### config.mk
export PLATFORM = sky130hd
export DESIGN_NAME = histo_draw_top
export DESIGN_NICKNAME = d
export VERILOG_FILES = /design/src/histo_pkg.sv /design/src/bar_scaler.sv /design/src/histo_draw_top.sv /design/src/mem_port_arbiter.sv /design/src/pixel_writer.sv /design/src/ring_sequencer.sv
export SDC_FILE = /design/constraint.sdc
export NUM_CORES = 1
export LEC_CHECK = 0
export ABC_AREA = 1
export BUFFER_PORTS_ARGS = -buffer_cell sky130_fd_sc_hd__buf_4
export CAP_MARGIN = 0
export CORE_MARGIN = 3
export CORE_UTILIZATION = 31
export DETAILED_ROUTE_END_ITERATION = 10
export RECOVER_POWER = 100
export SLEW_MARGIN = 20
export SYNTH_ARGS = -nofsm -noshare
export SYNTH_HDL_FRONTEND = slang
export SYNTH_SLANG_ARGS = --single-unit
### constraint.sdc
create_clock -name clk -period 3.7 [get_ports clk]
set_input_delay 0.74 -clock clk [delete_from_list [all_inputs] [get_ports clk]]
set_output_delay 0.74 -clock clk [all_outputs]
set_load 0.02 [all_outputs]
### src/histo_pkg.sv
`default_nettype none

package histo_pkg;

    //////////////////////////////////////////////////
    // Widths that carry a meaning.
    //////////////////////////////////////////////////
    typedef logic [23:0] addr_t;    // Bank + row + column word address.
    typedef logic [15:0] pixel_t;   // RGB565, also the memory data width.
    typedef logic [15:0] sample_t;  // One pulse count.
    typedef logic [9:0]  height_t;  // Bar height in pixels.
    typedef logic [9:0]  line_t;    // Display line or ring slot.

    // One memory access as it travels to the port.
    typedef struct packed {
        addr_t  addr;
        pixel_t data;
        logic   we;     // 1 write, 0 read.
    } mem_req_t;

    //////////////////////////////////////////////////
    // State machines.
    //////////////////////////////////////////////////
    typedef enum logic [2:0] {
        SEQ_IDLE,       // Waiting for a new count.
        SEQ_CLEAR,      // Zeroing the ring after reset.
        SEQ_PUT_NEW,    // Ring write of the new count.
        SEQ_GET_LINE,   // Ring read for one line.
        SEQ_WAIT_BAR,   // Bar being drawn.
        SEQ_FRAME_END
    } seq_state_t;

    typedef enum logic [1:0] {
        WR_IDLE,
        WR_WRITE,       // Pixel write outstanding.
        WR_STEP         // Move one pixel down.
    } wr_state_t;

    // Pink.
    localparam pixel_t BAR_COLOR = 16'hFE19;

endpackage

`default_nettype wire

### src/bar_scaler.sv
`timescale 1ns/1ps
`default_nettype none

module bar_scaler #(
    parameter int LINE_PIXELS = 480,
    parameter int GRAM_BASE   = 9600,
    parameter int X_OFFSET    = 10,
    parameter int MAX_HEIGHT  = 210
) (
    input  wire                clk,
    input  wire                rst_n,
    input  histo_pkg::sample_t line_sample,
    input  histo_pkg::line_t   line_idx,
    input  wire                line_go,
    output histo_pkg::addr_t   bar_start,
    output histo_pkg::height_t bar_height,
    output logic               bar_go
);

    logic [14:0]        half;       // Count halved.
    histo_pkg::height_t height_c;
    histo_pkg::addr_t   line_base;  // Word address of the line start.
    histo_pkg::addr_t   start_c;

    assign half = line_sample[15:1];

    // Clamp keeps the bar inside the plot area.
    assign height_c = (half > 15'(MAX_HEIGHT)) ? histo_pkg::height_t'(MAX_HEIGHT)
                                               : histo_pkg::height_t'(half);

    assign line_base = histo_pkg::addr_t'(GRAM_BASE)
                     + histo_pkg::addr_t'(line_idx) * histo_pkg::addr_t'(LINE_PIXELS);

    // Top pixel, the bar runs down to the base column.
    assign start_c = line_base + histo_pkg::addr_t'(X_OFFSET)
                   + histo_pkg::addr_t'(height_c);

    //////////////////////////////////////////////////
    // One cycle of latency.
    //////////////////////////////////////////////////
    always_ff @(posedge clk or negedge rst_n) begin
        if (!rst_n) begin
            bar_go <= 1'b0;
        end else begin
            bar_go <= line_go;              // Follows line_go by one cycle.
        end
    end

    always_ff @(posedge clk) begin
        if (line_go) begin
            bar_start  <= start_c;
            bar_height <= height_c;
        end
    end

endmodule

`default_nettype wire

### src/histo_draw_top.sv
`timescale 1ns/1ps
`default_nettype none

module histo_draw_top #(
    parameter int RING_DEPTH  = 600,
    parameter int LINE_PIXELS = 480,
    parameter int RING_BASE   = 384000,
    parameter int GRAM_BASE   = 9600,
    parameter int X_OFFSET    = 10,
    parameter int MAX_HEIGHT  = 210
) (
    input  wire                clk,
    input  wire                rst_n,
    input  wire                en,
    input  wire                data_update,
    input  histo_pkg::sample_t pulse_count,
    output logic               rd_req,
    output histo_pkg::addr_t   rd_addr,
    input  histo_pkg::pixel_t  rd_data,
    input  wire                rd_done,
    output logic               wr_req,
    output histo_pkg::addr_t   wr_addr,
    output histo_pkg::pixel_t  wr_data,
    input  wire                wr_done,
    output logic               frame_done
);

    histo_pkg::mem_req_t seq_req;
    histo_pkg::mem_req_t pix_req;
    logic                seq_valid;
    logic                seq_done;
    histo_pkg::sample_t  seq_rdata;
    logic                pix_valid;
    logic                pix_done;
    histo_pkg::sample_t  line_sample;
    histo_pkg::line_t    line_idx;
    logic                line_go;
    histo_pkg::addr_t    bar_start;
    histo_pkg::height_t  bar_height;
    logic                bar_go;
    logic                bar_done;

    //////////////////////////////////////////////////
    // Decode, ring slot per line.
    //////////////////////////////////////////////////
    ring_sequencer #(
        .RING_DEPTH (RING_DEPTH),
        .RING_BASE  (RING_BASE)
    ) u_decode (
        .clk, .rst_n, .en, .data_update, .pulse_count,
        .seq_done, .seq_req, .seq_valid, .seq_rdata,
        .line_sample, .line_idx, .line_go, .bar_done, .frame_done
    );

    // Execute, count to bar.
    bar_scaler #(
        .LINE_PIXELS (LINE_PIXELS),
        .GRAM_BASE   (GRAM_BASE),
        .X_OFFSET    (X_OFFSET),
        .MAX_HEIGHT  (MAX_HEIGHT)
    ) u_execute (
        .clk, .rst_n, .line_sample, .line_idx, .line_go,
        .bar_start, .bar_height, .bar_go
    );

    // Result, pixel writes.
    pixel_writer u_result (
        .clk, .rst_n, .en, .bar_start, .bar_height, .bar_go,
        .pix_req, .pix_valid, .pix_done, .bar_done
    );

    mem_port_arbiter u_arb (
        .clk, .rst_n, .seq_req, .seq_valid, .pix_req, .pix_valid,
        .seq_done, .seq_rdata, .pix_done,
        .rd_req, .rd_addr, .rd_data, .rd_done,
        .wr_req, .wr_addr, .wr_data, .wr_done
    );

endmodule

`default_nettype wire

### src/mem_port_arbiter.sv
`timescale 1ns/1ps
`default_nettype none

module mem_port_arbiter (
    input  wire                 clk,
    input  wire                 rst_n,
    input  histo_pkg::mem_req_t seq_req,
    input  wire                 seq_valid,
    input  histo_pkg::mem_req_t pix_req,
    input  wire                 pix_valid,
    output logic                seq_done,
    output histo_pkg::sample_t  seq_rdata,
    output logic                pix_done,
    // SDRAM glue, read side.
    output logic                rd_req,
    output histo_pkg::addr_t    rd_addr,
    input  histo_pkg::pixel_t   rd_data,
    input  wire                 rd_done,
    // SDRAM glue, write side.
    output logic                wr_req,
    output histo_pkg::addr_t    wr_addr,
    output histo_pkg::pixel_t   wr_data,
    input  wire                 wr_done
);

    logic                busy;      // Request outstanding.
    logic                own_pix;   // Owner, 0 sequencer, 1 writer.
    logic                done_c;
    histo_pkg::mem_req_t grant_c;

    // Done of whichever side is raised.
    assign done_c = (rd_req && rd_done) || (wr_req && wr_done);

    assign seq_done  = done_c && !own_pix;
    assign pix_done  = done_c && own_pix;
    assign seq_rdata = rd_data;     // Valid in the done cycle.

    // Sequencer wins a tie.
    assign grant_c = seq_valid ? seq_req : pix_req;

    always_ff @(posedge clk or negedge rst_n) begin
        if (!rst_n) begin
            busy    <= 1'b0;
            own_pix <= 1'b0;
            rd_req  <= 1'b0;
            wr_req  <= 1'b0;
            rd_addr <= '0;
            wr_addr <= '0;
            wr_data <= '0;
        end else if (!busy) begin
            if (seq_valid || pix_valid) begin
                busy    <= 1'b1;
                own_pix <= !seq_valid;
                if (grant_c.we) begin
                    wr_req  <= 1'b1;
                    wr_addr <= grant_c.addr;
                    wr_data <= grant_c.data;
                end else begin
                    rd_req  <= 1'b1;
                    rd_addr <= grant_c.addr;
                end
            end
        end else if (done_c) begin
            busy   <= 1'b0;     // Owner drops valid in this same edge.
            rd_req <= 1'b0;
            wr_req <= 1'b0;
        end
    end

    //////////////////////////////////////////////////
    // Checks.
    //////////////////////////////////////////////////
    // One side at a time, and the owner keeps asking until done.
    a_one_side: assert property (@(posedge clk) disable iff (!rst_n)
        (rd_req || wr_req) |-> !(rd_req && wr_req) && (own_pix ? pix_valid : seq_valid));

endmodule

`default_nettype wire

### src/pixel_writer.sv
`timescale 1ns/1ps
`default_nettype none

module pixel_writer (
    input  wire                 clk,
    input  wire                 rst_n,
    input  wire                 en,
    input  histo_pkg::addr_t    bar_start,
    input  histo_pkg::height_t  bar_height,
    input  wire                 bar_go,
    output histo_pkg::mem_req_t pix_req,
    output logic                pix_valid,
    input  wire                 pix_done,
    output logic                bar_done
);

    histo_pkg::wr_state_t state;
    histo_pkg::addr_t     addr;     // Current pixel.
    histo_pkg::height_t   left;     // Pixels still below the current one.
    logic                 go_q;     // Bar waiting to start.
    logic                 ack;      // Write done seen.

    always_ff @(posedge clk or negedge rst_n) begin
        if (!rst_n) begin
            state     <= histo_pkg::WR_IDLE;
            addr      <= '0;
            left      <= '0;
            go_q      <= 1'b0;
            ack       <= 1'b0;
            pix_req   <= '0;
            pix_valid <= 1'b0;
            bar_done  <= 1'b0;
        end else begin
            bar_done <= 1'b0;

            // Start and done are caught even while paused.
            if (bar_go) begin
                go_q <= 1'b1;
                addr <= bar_start;
                left <= bar_height;
            end
            if (pix_done) begin
                pix_valid <= 1'b0;
                ack       <= 1'b1;
            end

            if (en) begin
                case (state)
                    histo_pkg::WR_IDLE: begin
                        if (go_q) begin
                            go_q      <= 1'b0;
                            pix_req   <= '{addr: addr, data: histo_pkg::BAR_COLOR, we: 1'b1};
                            pix_valid <= 1'b1;      // Top pixel first.
                            state     <= histo_pkg::WR_WRITE;
                        end
                    end
                    histo_pkg::WR_WRITE: begin
                        if (ack) begin
                            ack   <= 1'b0;
                            state <= histo_pkg::WR_STEP;
                        end
                    end
                    histo_pkg::WR_STEP: begin
                        if (left == '0) begin
                            bar_done <= 1'b1;       // Base column written.
                            state    <= histo_pkg::WR_IDLE;
                        end else begin
                            addr      <= addr - 1'b1;
                            left      <= left - 1'b1;
                            pix_req   <= '{addr: addr - 1'b1,
                                           data: histo_pkg::BAR_COLOR,
                                           we:   1'b1};
                            pix_valid <= 1'b1;
                            state     <= histo_pkg::WR_WRITE;
                        end
                    end
                    default: state <= histo_pkg::WR_IDLE;
                endcase
            end
        end
    end

    //////////////////////////////////////////////////
    // Checks.
    //////////////////////////////////////////////////
    // Sequencer waits for bar_done before the next line.
    a_go_idle: assert property (@(posedge clk) disable iff (!rst_n)
        bar_go |-> (state == histo_pkg::WR_IDLE) && !go_q && !pix_valid);

endmodule

`default_nettype wire

### src/ring_sequencer.sv
`timescale 1ns/1ps
`default_nettype none

module ring_sequencer #(
    parameter int RING_DEPTH = 600,
    parameter int RING_BASE  = 384000
) (
    input  wire                 clk,
    input  wire                 rst_n,
    input  wire                 en,
    input  wire                 data_update,
    input  histo_pkg::sample_t  pulse_count,
    input  wire                 seq_done,
    output histo_pkg::mem_req_t seq_req,
    output logic                seq_valid,
    input  histo_pkg::sample_t  seq_rdata,
    output histo_pkg::sample_t  line_sample,
    output histo_pkg::line_t    line_idx,
    output logic                line_go,
    input  wire                 bar_done,
    output logic                frame_done
);

    histo_pkg::seq_state_t state;
    histo_pkg::line_t      wp;      // Next ring slot to write, clear pointer too.
    histo_pkg::line_t      rp;      // Ring slot of the current line.
    histo_pkg::line_t      line;    // Current display line.
    histo_pkg::sample_t    cnt_q;   // Latched count.
    histo_pkg::sample_t    rdata_q; // Read data caught at done.
    logic                  pending; // Count not yet drawn.
    logic                  ack;     // Done seen, not yet consumed.
    logic                  bar_ack; // Bar done seen, not yet consumed.

    // Slot index wraps at the ring depth.
    function automatic histo_pkg::line_t next_slot(input histo_pkg::line_t slot);
        return (slot == histo_pkg::line_t'(RING_DEPTH - 1)) ? '0 : slot + 1'b1;
    endfunction

    function automatic histo_pkg::addr_t ring_addr(input histo_pkg::line_t slot);
        return histo_pkg::addr_t'(RING_BASE) + histo_pkg::addr_t'(slot);
    endfunction

    //////////////////////////////////////////////////
    // Frame sequencing.
    //////////////////////////////////////////////////
    always_ff @(posedge clk or negedge rst_n) begin
        if (!rst_n) begin
            state      <= histo_pkg::SEQ_CLEAR; // Clear runs first.
            wp         <= '0;
            rp         <= '0;
            line       <= '0;
            cnt_q      <= '0;
            rdata_q    <= '0;
            pending    <= 1'b0;
            ack        <= 1'b0;
            bar_ack    <= 1'b0;
            seq_req    <= '0;
            seq_valid  <= 1'b0;
            line_sample <= '0;
            line_idx   <= '0;
            line_go    <= 1'b0;
            frame_done <= 1'b0;
        end else begin
            line_go    <= 1'b0;                 // Pulses.
            frame_done <= 1'b0;

            // Done is caught even while paused.
            if (seq_done) begin
                seq_valid <= 1'b0;
                ack       <= 1'b1;
                rdata_q   <= seq_rdata;
            end
            if (bar_done)
                bar_ack <= 1'b1;

            if (en) begin
                case (state)
                    histo_pkg::SEQ_CLEAR: begin
                        if (!seq_valid && !ack) begin
                            seq_req   <= '{addr: ring_addr(wp), data: '0, we: 1'b1};
                            seq_valid <= 1'b1;
                        end else if (ack) begin
                            ack <= 1'b0;
                            wp  <= next_slot(wp);   // Ends back at slot 0.
                            if (wp == histo_pkg::line_t'(RING_DEPTH - 1))
                                state <= histo_pkg::SEQ_IDLE;
                        end
                    end
                    histo_pkg::SEQ_IDLE: begin
                        if (pending) begin
                            pending   <= 1'b0;
                            seq_req   <= '{addr: ring_addr(wp), data: cnt_q, we: 1'b1};
                            seq_valid <= 1'b1;
                            state     <= histo_pkg::SEQ_PUT_NEW;
                        end
                    end
                    histo_pkg::SEQ_PUT_NEW: begin
                        if (ack) begin
                            ack   <= 1'b0;
                            wp    <= next_slot(wp);
                            rp    <= next_slot(wp); // Oldest sample sits after the new one.
                            line  <= '0;
                            state <= histo_pkg::SEQ_GET_LINE;
                        end
                    end
                    histo_pkg::SEQ_GET_LINE: begin
                        if (!seq_valid && !ack) begin
                            seq_req   <= '{addr: ring_addr(rp), data: '0, we: 1'b0};
                            seq_valid <= 1'b1;
                        end else if (ack) begin
                            ack         <= 1'b0;
                            line_sample <= rdata_q;
                            line_idx    <= line;
                            line_go     <= 1'b1;    // Scaler starts.
                            state       <= histo_pkg::SEQ_WAIT_BAR;
                        end
                    end
                    histo_pkg::SEQ_WAIT_BAR: begin
                        if (bar_done || bar_ack) begin
                            bar_ack <= 1'b0;
                            if (line == histo_pkg::line_t'(RING_DEPTH - 1)) begin
                                state <= histo_pkg::SEQ_FRAME_END;
                            end else begin
                                line  <= line + 1'b1;
                                rp    <= next_slot(rp);
                                state <= histo_pkg::SEQ_GET_LINE;
                            end
                        end
                    end
                    histo_pkg::SEQ_FRAME_END: begin
                        frame_done <= 1'b1;
                        state      <= histo_pkg::SEQ_IDLE;
                    end
                    default: state <= histo_pkg::SEQ_IDLE;
                endcase
            end

            // A later update overwrites an unprocessed one.
            if (data_update) begin
                cnt_q   <= pulse_count;
                pending <= 1'b1;
            end
        end
    end

    //////////////////////////////////////////////////
    // Checks.
    //////////////////////////////////////////////////
    a_req_held: assert property (@(posedge clk) disable iff (!rst_n)
        seq_valid && !seq_done |=> seq_valid && $stable(seq_req));

    a_ptr_range: assert property (@(posedge clk) disable iff (!rst_n)
        (32'(wp) < RING_DEPTH) && (32'(rp) < RING_DEPTH));

endmodule

`default_nettype wire

Word-level counts from Yosys, hierarchy flattened

Index checks and enable logic that the tools add are counted.

Eq/ne operators: 26
Magnitude comparators: 1
Reductions and logical operators: 36
$mul: 1
Bitwise logic cells: 3
Multiplexer cells: 93
Add/subtract/negate cells: 10

Operator list:

| cell                                                           | number |
|---|---|
| 2-to-1 mux 41 bit                                              | 6 |
| 2-to-1 mux 10 bit                                              | 15 |
| one-hot mux 41 bit (3 select lines)                            | 1 |
| 2-to-1 mux 24 bit                                              | 4 |
| one-hot mux 41 bit (2 select lines)                            | 1 |
| one-hot mux 10 bit (2 select lines)                            | 3 |
| 2-to-1 mux 1 bit                                               | 47 |
| adder 19 x 10 -> 20 bit, first input constant                  | 2 |
| adder 10 x 1 -> 10 bit, second input constant                  | 3 |
| equality test 10 bit, second input constant                    | 3 |
| 2-to-1 mux 3 bit                                               | 9 |
| adder 24 x 10 -> 24 bit                                        | 1 |
| adder 24 x 4 -> 24 bit, second input constant                  | 1 |
| subtractor 24 x 1 -> 24 bit, second input constant             | 1 |
| != test 2 x 1 -> 1 bit, second input constant                  | 11 |
| adder 14 x 19 -> 20 bit, first input constant                  | 1 |
| AND reduction 3 bit                                            | 6 |
| greater-than comparator 15 x 8 -> 1 bit, second input constant | 1 |
| one-hot mux 3 bit (5 select lines)                             | 1 |
| multiplier 10 x 4 -> 14 bit, second input constant             | 1 |
| nonzero test 2 bit                                             | 7 |
| logical NOT 10 bit                                             | 1 |
| != test 2 bit, second input constant                           | 5 |
| AND reduction 5 bit                                            | 2 |
| other kinds (20)                                               | 37 |

Bits in registers: 322
Input port bits: 38
Output and inout port bits: 67

Longest topological paths before layout

Gate-level depths: netlist of the first run.

Word-level depth: 8
Depth in mapped cells: 23

Hierarchy

From an unflattened synthesis of the first run, not the netlist that was laid out.

Cells, all modules: 2071
Area total of the unflattened synthesis: 16275.6 um^2

By module, submodules not included:

| module           | sequential area each (um^2) | area an instance (um^2) | cells an instance | times used |
|---|---|---|---|---|
| ring_sequencer   | 3129.3                      | 5923.2                  | 698               | 1 |
| pixel_writer     | 1626.6                      | 4043.9                  | 591               | 1 |
| mem_port_arbiter | 1701.6                      | 3362.0                  | 453               | 1 |
| bar_scaler       | 895.9                       | 2946.6                  | 329               | 1 |

Worst setup path before layout of the first run

No wires, ideal clock.

Path type: flip-flop to flip-flop
Start: register u_decode.line_idx[0]
End: register u_execute.bar_start[18] (data pin)
Period minus slack after synthesis: 3.849 ns
Stages on the path, launching flop included: 20
Setup slack: -0.149 ns
Data arrival time: 3.600 ns
Buffers on the path: 0
Path through: dfrtp_1 fa_1 fa_1 inv_1 fa_1 ha_1 nand3b_1 nand2_1 inv_1 ha_1 nand2_1 inv_1 a221oi_1 nand3_1 nand2_1 nor2_2 nand2_1 nand2_1 nand2_1 inv_1

Longest elaborated chain between the ends: 4

RTL lines:

| what                        | line                  | source |
|---|---|---|
| from (decl)                 | ring_sequencer.sv:18  | `output histo_pkg::line_t line_idx,` |
| from (signal assigned)      | ring_sequencer.sv:113 | `line_idx <= line;` |
| multiplier 10 x 4 -> 14 bit | bar_scaler.sv:32      | `+ histo_pkg::addr_t'(line_idx) * histo_pkg::addr_t'(LINE_PIXELS);` |
| adder 14 x 19 -> 20 bit     | bar_scaler.sv:32      |  |
| adder 24 x 4 -> 24 bit      | bar_scaler.sv:35      | `assign start_c = line_base + histo_pkg::addr_t'(X_OFFSET)` |
| adder 24 x 10 -> 24 bit     | bar_scaler.sv:36      | `+ histo_pkg::addr_t'(height_c);` |
| net u_execute.start_c[18]   | bar_scaler.sv:23      | `histo_pkg::addr_t start_c;` |
| to (signal assigned)        | bar_scaler.sv:51      | `bar_start <= start_c;` |
| to (decl)                   | bar_scaler.sv:15      | `output histo_pkg::addr_t bar_start,` |

The timed path passes the listed nets, and every way through them passes these cells.
A chain may end at the register's enable or synchronous reset.

Worst setup path in the final report of the first run

Start: register u_decode.line_idx[2]
End: register u_execute.bar_start[18] (data pin)

The elaborated chain is that of the path after synthesis.

==> impl_metrics.env, run 1 <==
export IMPL_cts_buffer_depth=3
export IMPL_fp_dieW_um=224
export IMPL_layout_min_cycle_time_ps=3770
export IMPL_ys_top_cells_by_area="dfrtp_1 43%, nand2_1 14%, edfxtp_1 6.1%"
export IMPL_wl_met3_mm=1.32
export IMPL_h_tree_depth=1
export IMPL_synthTopCellsByCount="547 x nand2_1, 256 x dfrtp_1, 213 x inv_1"
export IMPL_finalSetupViolCount=7
export IMPL_nFillCells=4814
export IMPL_syn_inst=1800
export IMPL_worstSetupEndpointType="flip-flop"
export IMPL_drc_errors=0
export IMPL_drt_initial_drc_count=617
export IMPL_setup_ws_ps=-73.1
export IMPL_ys_seq_area_frac=0.497
export IMPL_tightest_slew_ps=3150
export IMPL_antenna_found_initial=0
export IMPL_synthArstFlopShare=0.895
export IMPL_synth_edf_count=30
export IMPL_max_cap_viol_count=2
export IMPL_grt_pass1_wl_mm=57.1
export IMPL_hold_viol_final=0
export IMPL_postSynthAreaPerCell_um2=8.20
export IMPL_drt_pass1_iterations=5
export IMPL_yosysWarnings=0
export IMPL_gp_congestion=0.836
export IMPL_synth_top_family_by_area="simple AND/OR/NAND/NOR gates"
export IMPL_synth_top_area_frac=0.434
export IMPL_wl_met1_mm=16.8
export IMPL_cts_tree="yes"
export IMPL_synth_most_common_cell="nand2_1"
export IMPL_synth_area_um2=14800
export IMPL_drive_gt1_frac=0.0997
export IMPL_hold_class="primary input to flip-flop"
export IMPL_status="finished, violations left"
export IMPL_dr_wl_met2_mm=15.8
export IMPL_grt_ovfl_total=0
export IMPL_synthDistinctLibCells=50
export IMPL_yosys_mux_area_fraction=0.00729
export IMPL_fp_dieArea_um2=50300
export IMPL_cp_required_ps=4010
export IMPL_finClkSkew_ps=12.9
export IMPL_fin_nets=2010
export IMPL_vias_per_cell=4.65
export IMPL_wirelength_mm=34.5
export IMPL_cts_num_sinks=287
export IMPL_fp_coreArea_um2=46800
export IMPL_rsz0062_at_grt="yes"
export IMPL_clk_latency_ps=560
export IMPL_port_buffers=103
export IMPL_yosys_area_share_adder=0.0476
export IMPL_fp_dieH_um=224
export IMPL_drv_slew=165
export IMPL_yosysTopAreaCell="dfrtp_1"
export IMPL_cts_clk_slew_worst_paths_ps=60
export IMPL_area_growth_syn_to_layout_pct=16.5
export IMPL_ios=105
export IMPL_ys_ff_latch=287
export IMPL_synth_xor_area_frac=0.0278
export IMPL_failed_checks="capacitance limit, slew limit, setup timing"
export IMPL_vias=11900
export IMPL_ant_nets=0
export IMPL_core_rowCount=79
export IMPL_critPathMaxFanout=4
export IMPL_hpwlAfterDp_mm=24.9
export IMPL_fmax_mhz=265
export IMPL_track_usage=0.134
export IMPL_whs_ps=388
export IMPL_grt_pass1_vias=11400
export IMPL_yosys_area_share_simple=0.227
export IMPL_worstPathArrival_ps=4080
export IMPL_grt_max_degree=123
export IMPL_wl_per_cell_um=13.5
export IMPL_synth_compound_area_share=0.116
export IMPL_cts_root_buf="clkbuf_16"
export IMPL_start_util=0.316
export IMPL_period_share=1.02
export IMPL_worstSetupStartpointType="flip-flop"
export IMPL_antenna_cells=0
export IMPL_ys_flop_type="dfrtp_1"
export IMPL_cts_buffers=31
export IMPL_crit_type="flip-flop to flip-flop"
export IMPL_maxSlewHeadroom=-1.10
export IMPL_routed_top_layer="met4"
[flip-flops by register name, summed over array words and instances, names as in the netlist, 2 cells and up]
| register | count |
|---|---|
| u_result.pix_req | 25 |
| u_decode.wp | 10 |
| u_decode.line_idx | 10 |
| u_result.state | 2 |
| u_result.left | 10 |
| u_arb.wr_addr | 24 |
| u_decode.rp | 10 |
| u_decode.rdata_q | 15 |
| u_result.addr | 24 |
| u_execute.bar_height | 10 |
| u_execute.bar_start | 20 |
| u_arb.wr_data | 16 |
| u_decode.line | 10 |
| u_decode.line_sample | 15 |
| u_decode.seq_req | 28 |
| u_decode.cnt_q | 16 |
| u_decode.state | 3 |
| u_arb.rd_addr | 24 |
[cell families after synthesis]
| group | count (synthesis) |
|---|---|
| AO/OA/AOI/OAI | 301 |
| buffers and inverters | 289 |
| XOR/XNOR | 46 |
| adder cells (fa/ha/maj) | 46 |
| other | 1 |
| AND/OR/NAND/NOR | 820 |
| flip-flops | 287 |
| multiplexers | 10 |
[final timing paths]
kind,start,endpoint,slack (ps),cells past startpoint
min in group asynchronous,rst_n,u_arb.wr_data[3],1190,1
worst max register to register,u_decode.line_idx[2],u_execute.bar_start[18],-70,18
worst min-delay path,rd_data[11],u_decode.rdata_q[11],390,3
worst max-delay path,u_decode.line_idx[2],u_execute.bar_start[18],-70,18
max in group asynchronous,rst_n,u_result.addr[8],650,2
worst min register to register,u_result.pix_req[15],u_result.pix_req[15],450,2
[critical path: stages, from the launching register on]
cell,delay [ps]
dfrtp_1,400
fa_1,600
fa_1,440
inv_1,90
fa_2,470
ha_4,290
inv_4,30
ha_4,250
buf_4,140
nand2_4,70
inv_2,30
a221oi_2,210
nand3_1,150
nand2_2,130
nor2_4,50
nand2_1,50
nand2_1,50
nand2_1,50
inv_1,30
[cell usage in the layout, fill, tap and decap left out, types with 4 or more instances in the layout]
| master | count |
|---|---|
| o31ai_1 | 12 |
| xor2_1 | 39 |
| o21ai_0 | 173 |
| nor2_1 | 128 |
| clkbuf_16 | 31 |
| dfrtp_1 | 256 |
| nand3_1 | 76 |
| a21oi_1 | 38 |
| inv_1 | 206 |
| edfxtp_1 | 30 |
| buf_4 | 69 |
| nor4_1 | 8 |
| o22ai_1 | 5 |
| fa_1 | 16 |
| o21bai_1 | 5 |
| a31oi_1 | 29 |
| ha_1 | 24 |
| or2_2 | 5 |
| clkinv_1 | 4 |
| conb_1 | 5 |
| nor2_2 | 9 |
| ha_4 | 5 |
| clkinv_2 | 5 |
| clkbuf_8 | 4 |
| clkbuf_1 | 86 |
| nand4_1 | 16 |
| o211ai_1 | 20 |
| nor3_1 | 20 |
| a22oi_1 | 6 |
| mux2_2 | 6 |
| mux2i_1 | 4 |
| nand2_1 | 531 |
| xnor2_1 | 6 |
| clkbuf_2 | 6 |
| inv_2 | 14 |
| nand2_2 | 15 |
[routing by layer]
layer,track usage,vias to the layer above
li1,-,6048
met1,0.191,5592
met2,0.222,196
met3,0.0166,39
met4,0.0289,0
met5,0,-
[stage by stage]
step           cell area [µm²]  worst slack (ps)  TNS, ps  utilization  instances
6_report                 17200             -73.1     -160        0.368       2553
5_1_grt                  17200              -235    -2930        0.368       2553
4_1_cts                  17400              -113     -653        0.373       2553
3_5_place_dp             16400              -154     -766        0.352       2498
3_3_place_gp             16400              -112     -412        0.352       2498
2_1_floorplan            14800             -20.1    -20.1            -       1804
[area by class of cell]
type                    count  area [µm²]  area share
inverters                 225         847      0.0493
multi-input cells        1228        6440       0.374
clock inverters             8        71.3     0.00415
well taps                 607         759      0.0442
clock buffers              45         868      0.0505
repair buffers            153         873      0.0508
flip-flops and latches    287        7330       0.427
[what timing repair did]
item	in CTS	in global routing
setup endpoints to repair	11	11
gates cloned	0	0
buffers inserted	2	2
gates resized for setup	6	44
hold buffers	0	0
pin swaps	9	21
Power of run 1 is left out: the tool's default activity adds up to more than one toggle a clock period on the data nets, which glitch-free logic cannot reach.
==> run 2: changes to the inputs <==
--- a/config.mk
+++ b/config.mk
@@ -9,5 +9,4 @@
 export BUFFER_PORTS_ARGS = -buffer_cell sky130_fd_sc_hd__buf_4
 export CAP_MARGIN = 0
-export CORE_MARGIN = 3
 export CORE_UTILIZATION = 31
 export DETAILED_ROUTE_END_ITERATION = 10
@@ -16,3 +15,4 @@
 export SYNTH_ARGS = -nofsm -noshare
 export SYNTH_HDL_FRONTEND = slang
+export SYNTH_HIERARCHICAL = 1
 export SYNTH_SLANG_ARGS = --single-unit
==> constraint.sdc (replaced) <==
create_clock -name clk -period 3.7 [get_ports clk]
set_input_delay 0.74 -clock clk [delete_from_list [all_inputs] [get_ports clk]]
set_output_delay 0.74 -clock clk [all_outputs]
set_load 0.005 [all_outputs]
==> impl_metrics.env, run 2 <==
export IMPL_whs_ps=429
export IMPL_ctsHoldBuffers=0
export IMPL_synth_area_um2=16200
export IMPL_wl_per_cell_um=13.5
export IMPL_gp_congestion=0.862
export IMPL_cts_buffers=34
export IMPL_post_dp_cell_area_um2=17400
export IMPL_cp_required_ps=3970
export IMPL_cts_root_buf="clkbuf_16"
export IMPL_worstPathArrival_ps=4050
export IMPL_grt_ovfl_total=0
export IMPL_layout_common_cells="724 x nand2_1, 256 x dfrtp_1, 190 x inv_1"
export IMPL_h_tree_depth=2
export IMPL_top_register="u_decode/seq_req"
export IMPL_irDropWorstVdd_v=0.000394
export IMPL_largest_reg_flops=28
export IMPL_track_usage=0.145
export IMPL_grt_pass1_wl_mm=64.0
export IMPL_antenna_cells=0
export IMPL_wirelength_mm=38.5
export IMPL_drive_gt1_frac=0.134
export IMPL_fmax_mhz=264
export IMPL_finalCoreUtilization=0.358
export IMPL_max_cap_viol_count=4
export IMPL_fp_coreArea_um2=51500
export IMPL_setup_ws_ps=-81.3
export IMPL_nFillCells=5441
export IMPL_fp_dieW_um=231
export IMPL_port_buffers=103
export IMPL_vias=13100
export IMPL_drc_errors=0
export IMPL_start_util=0.314
export IMPL_ant_nets=0
export IMPL_hpwlAfterDp_mm=26.9
export IMPL_finish_instance_area_um2=18400
export IMPL_core_rowCount=83
export IMPL_failed_checks="capacitance limit, slew limit, setup timing"
export IMPL_layout_commonest_cell="nand2_1"
export IMPL_syn_inst=2063
export IMPL_cts_tree="yes"
export IMPL_fp_dieH_um=231
export IMPL_ios=105
export IMPL_rrSetupSlack_ps=-80
export IMPL_fp_dieArea_um2=53200
export IMPL_maxSlewHeadroom=-0.616
export IMPL_p_total_uw=14000
export IMPL_status="finished, violations left"
export IMPL_largest_registers="u_decode/seq_req x28, u_result/pix_req x25"
export IMPL_worstSetupEndpointType="flip-flop"
export IMPL_postSynthAreaPerCell_um2=7.85
export IMPL_hold_viol_final=0
export IMPL_cts_num_sinks=286
export IMPL_multiInputGateArea_um2=7380
export IMPL_cts_clk_slew_worst_paths_ps=60
export IMPL_drt_pass1_iterations=7
export IMPL_fin_nets=2232
export IMPL_drv_slew=191
export IMPL_pre_cts_slack_ps=-165
export IMPL_hold_class="primary input to flip-flop"
export IMPL_crit_type="flip-flop to flip-flop"
export IMPL_vias_per_cell=4.60
export IMPL_tightest_slew_ps=2420
export IMPL_layout_min_cycle_time_ps=3780
export IMPL_cts_buffer_depth=3
export IMPL_period_share=1.02
export IMPL_p_per_area_nw_per_um2=762
export IMPL_drt_initial_drc_count=992
export IMPL_yosysWarnings=6
export IMPL_finalSetupViolCount=3
export IMPL_antenna_found_initial=1
export IMPL_regArea_um2=7300
export IMPL_clk_latency_ps=530
export IMPL_worstSetupStartpointType="flip-flop"
export IMPL_area_growth_syn_to_layout_pct=13.8
export IMPL_leakage_uw=0.00921
export IMPL_finClkSkew_ps=22.9
export IMPL_grt_pass1_vias=12700
export IMPL_grt_max_degree=93
export IMPL_rsz0062_at_grt="yes"
export IMPL_critPathMaxFanout=4
-- run 2: cell types whose count changed in the layout (fill, tap and decap cells not counted), moves of 17 or more --
cell      change
a31oi_1      -25
clkbuf_1     -63
clkbuf_4     +67
nand2_1     +193
nand3_1      +81
nor2_1       +17
o211ai_1     -17
o21ai_0      -69
o21ai_1      +24
-- run 2: per-stage QoR --
stage / cells / setup TNS, ps
after floorplan: 2080 / 0
after global placement: 2774 / -442
after detailed placement: 2774 / -820
after CTS: 2840 / -8.71
after global routing: 2843 / -8590
final: 2843 / -208
-- run 2: critical path, stage by stage (launching register included) --
cell,delay (ps)
dfrtp_1,410
fa_1,520
fa_1,600
inv_2,50
fa_2,370
xnor2_2,140
ha_1,330
ha_4,250
a21oi_2,120
o21a_1,150
nand2_2,80
nand2_2,60
nand2_2,60
nand3_2,90
nand2_4,70
buf_4,130
nand3_1,60
nand2_1,50
-- run 2: routing by layer --
metal  GRT usage  vias to the layer above  wire length [µm]
met1       0.199                     6133             18200
met2       0.239                      257             17900
met4      0.0391                        2               822
li1            -                     6632                 -
met3      0.0205                       58              1510
met5           0                        -                14
-- run 2: timing repair --
action / 4_1_cts / 5_1_grt
setup buffers: 5 / 3
gates resized for setup: 13 / 22
pin swaps: 7 / 17
cloned: 0 / 0
endpoints found under the setup margin: 9 / 9
-- run 2: cell type report --
class	count	share of cell area
clock buffer	49	0.0503
clock inverter	12	0.00584
inverter	208	0.0424
multi-input combinational	1458	0.400
sequential	286	0.396
tap	680	0.0462
timing repair buffer	150	0.0590
-- run 2: where the power goes --
part / switching [µW] / internal (µW) / leakage [µW]
registers: 857 / 4330 / 0.00352
clock network: 1330 / 1830 / 0.000510
logic: 3660 / 2040 / 0.00519
total: 5840 / 8200 / 0.00921
-- run 2: path summary, 6_finish.rpt --
path	startpoint	end	cells after the start
min in group asynchronous	rst_n	u_decode/cnt_q[2]	1
max in group asynchronous	rst_n	u_decode/rdata_q[15]	2
worst min-delay path	pulse_count[1]	u_decode/cnt_q[1]	3
worst min register to register	u_arb/rd_addr[4]	u_arb/rd_addr[4]	2
worst max register to register	u_decode/line_idx[1]	u_execute/bar_start[18]	17
worst max-delay path	u_decode/line_idx[1]	u_execute/bar_start[18]	17
No activity file was read; power rests on OpenSTA's default activity.
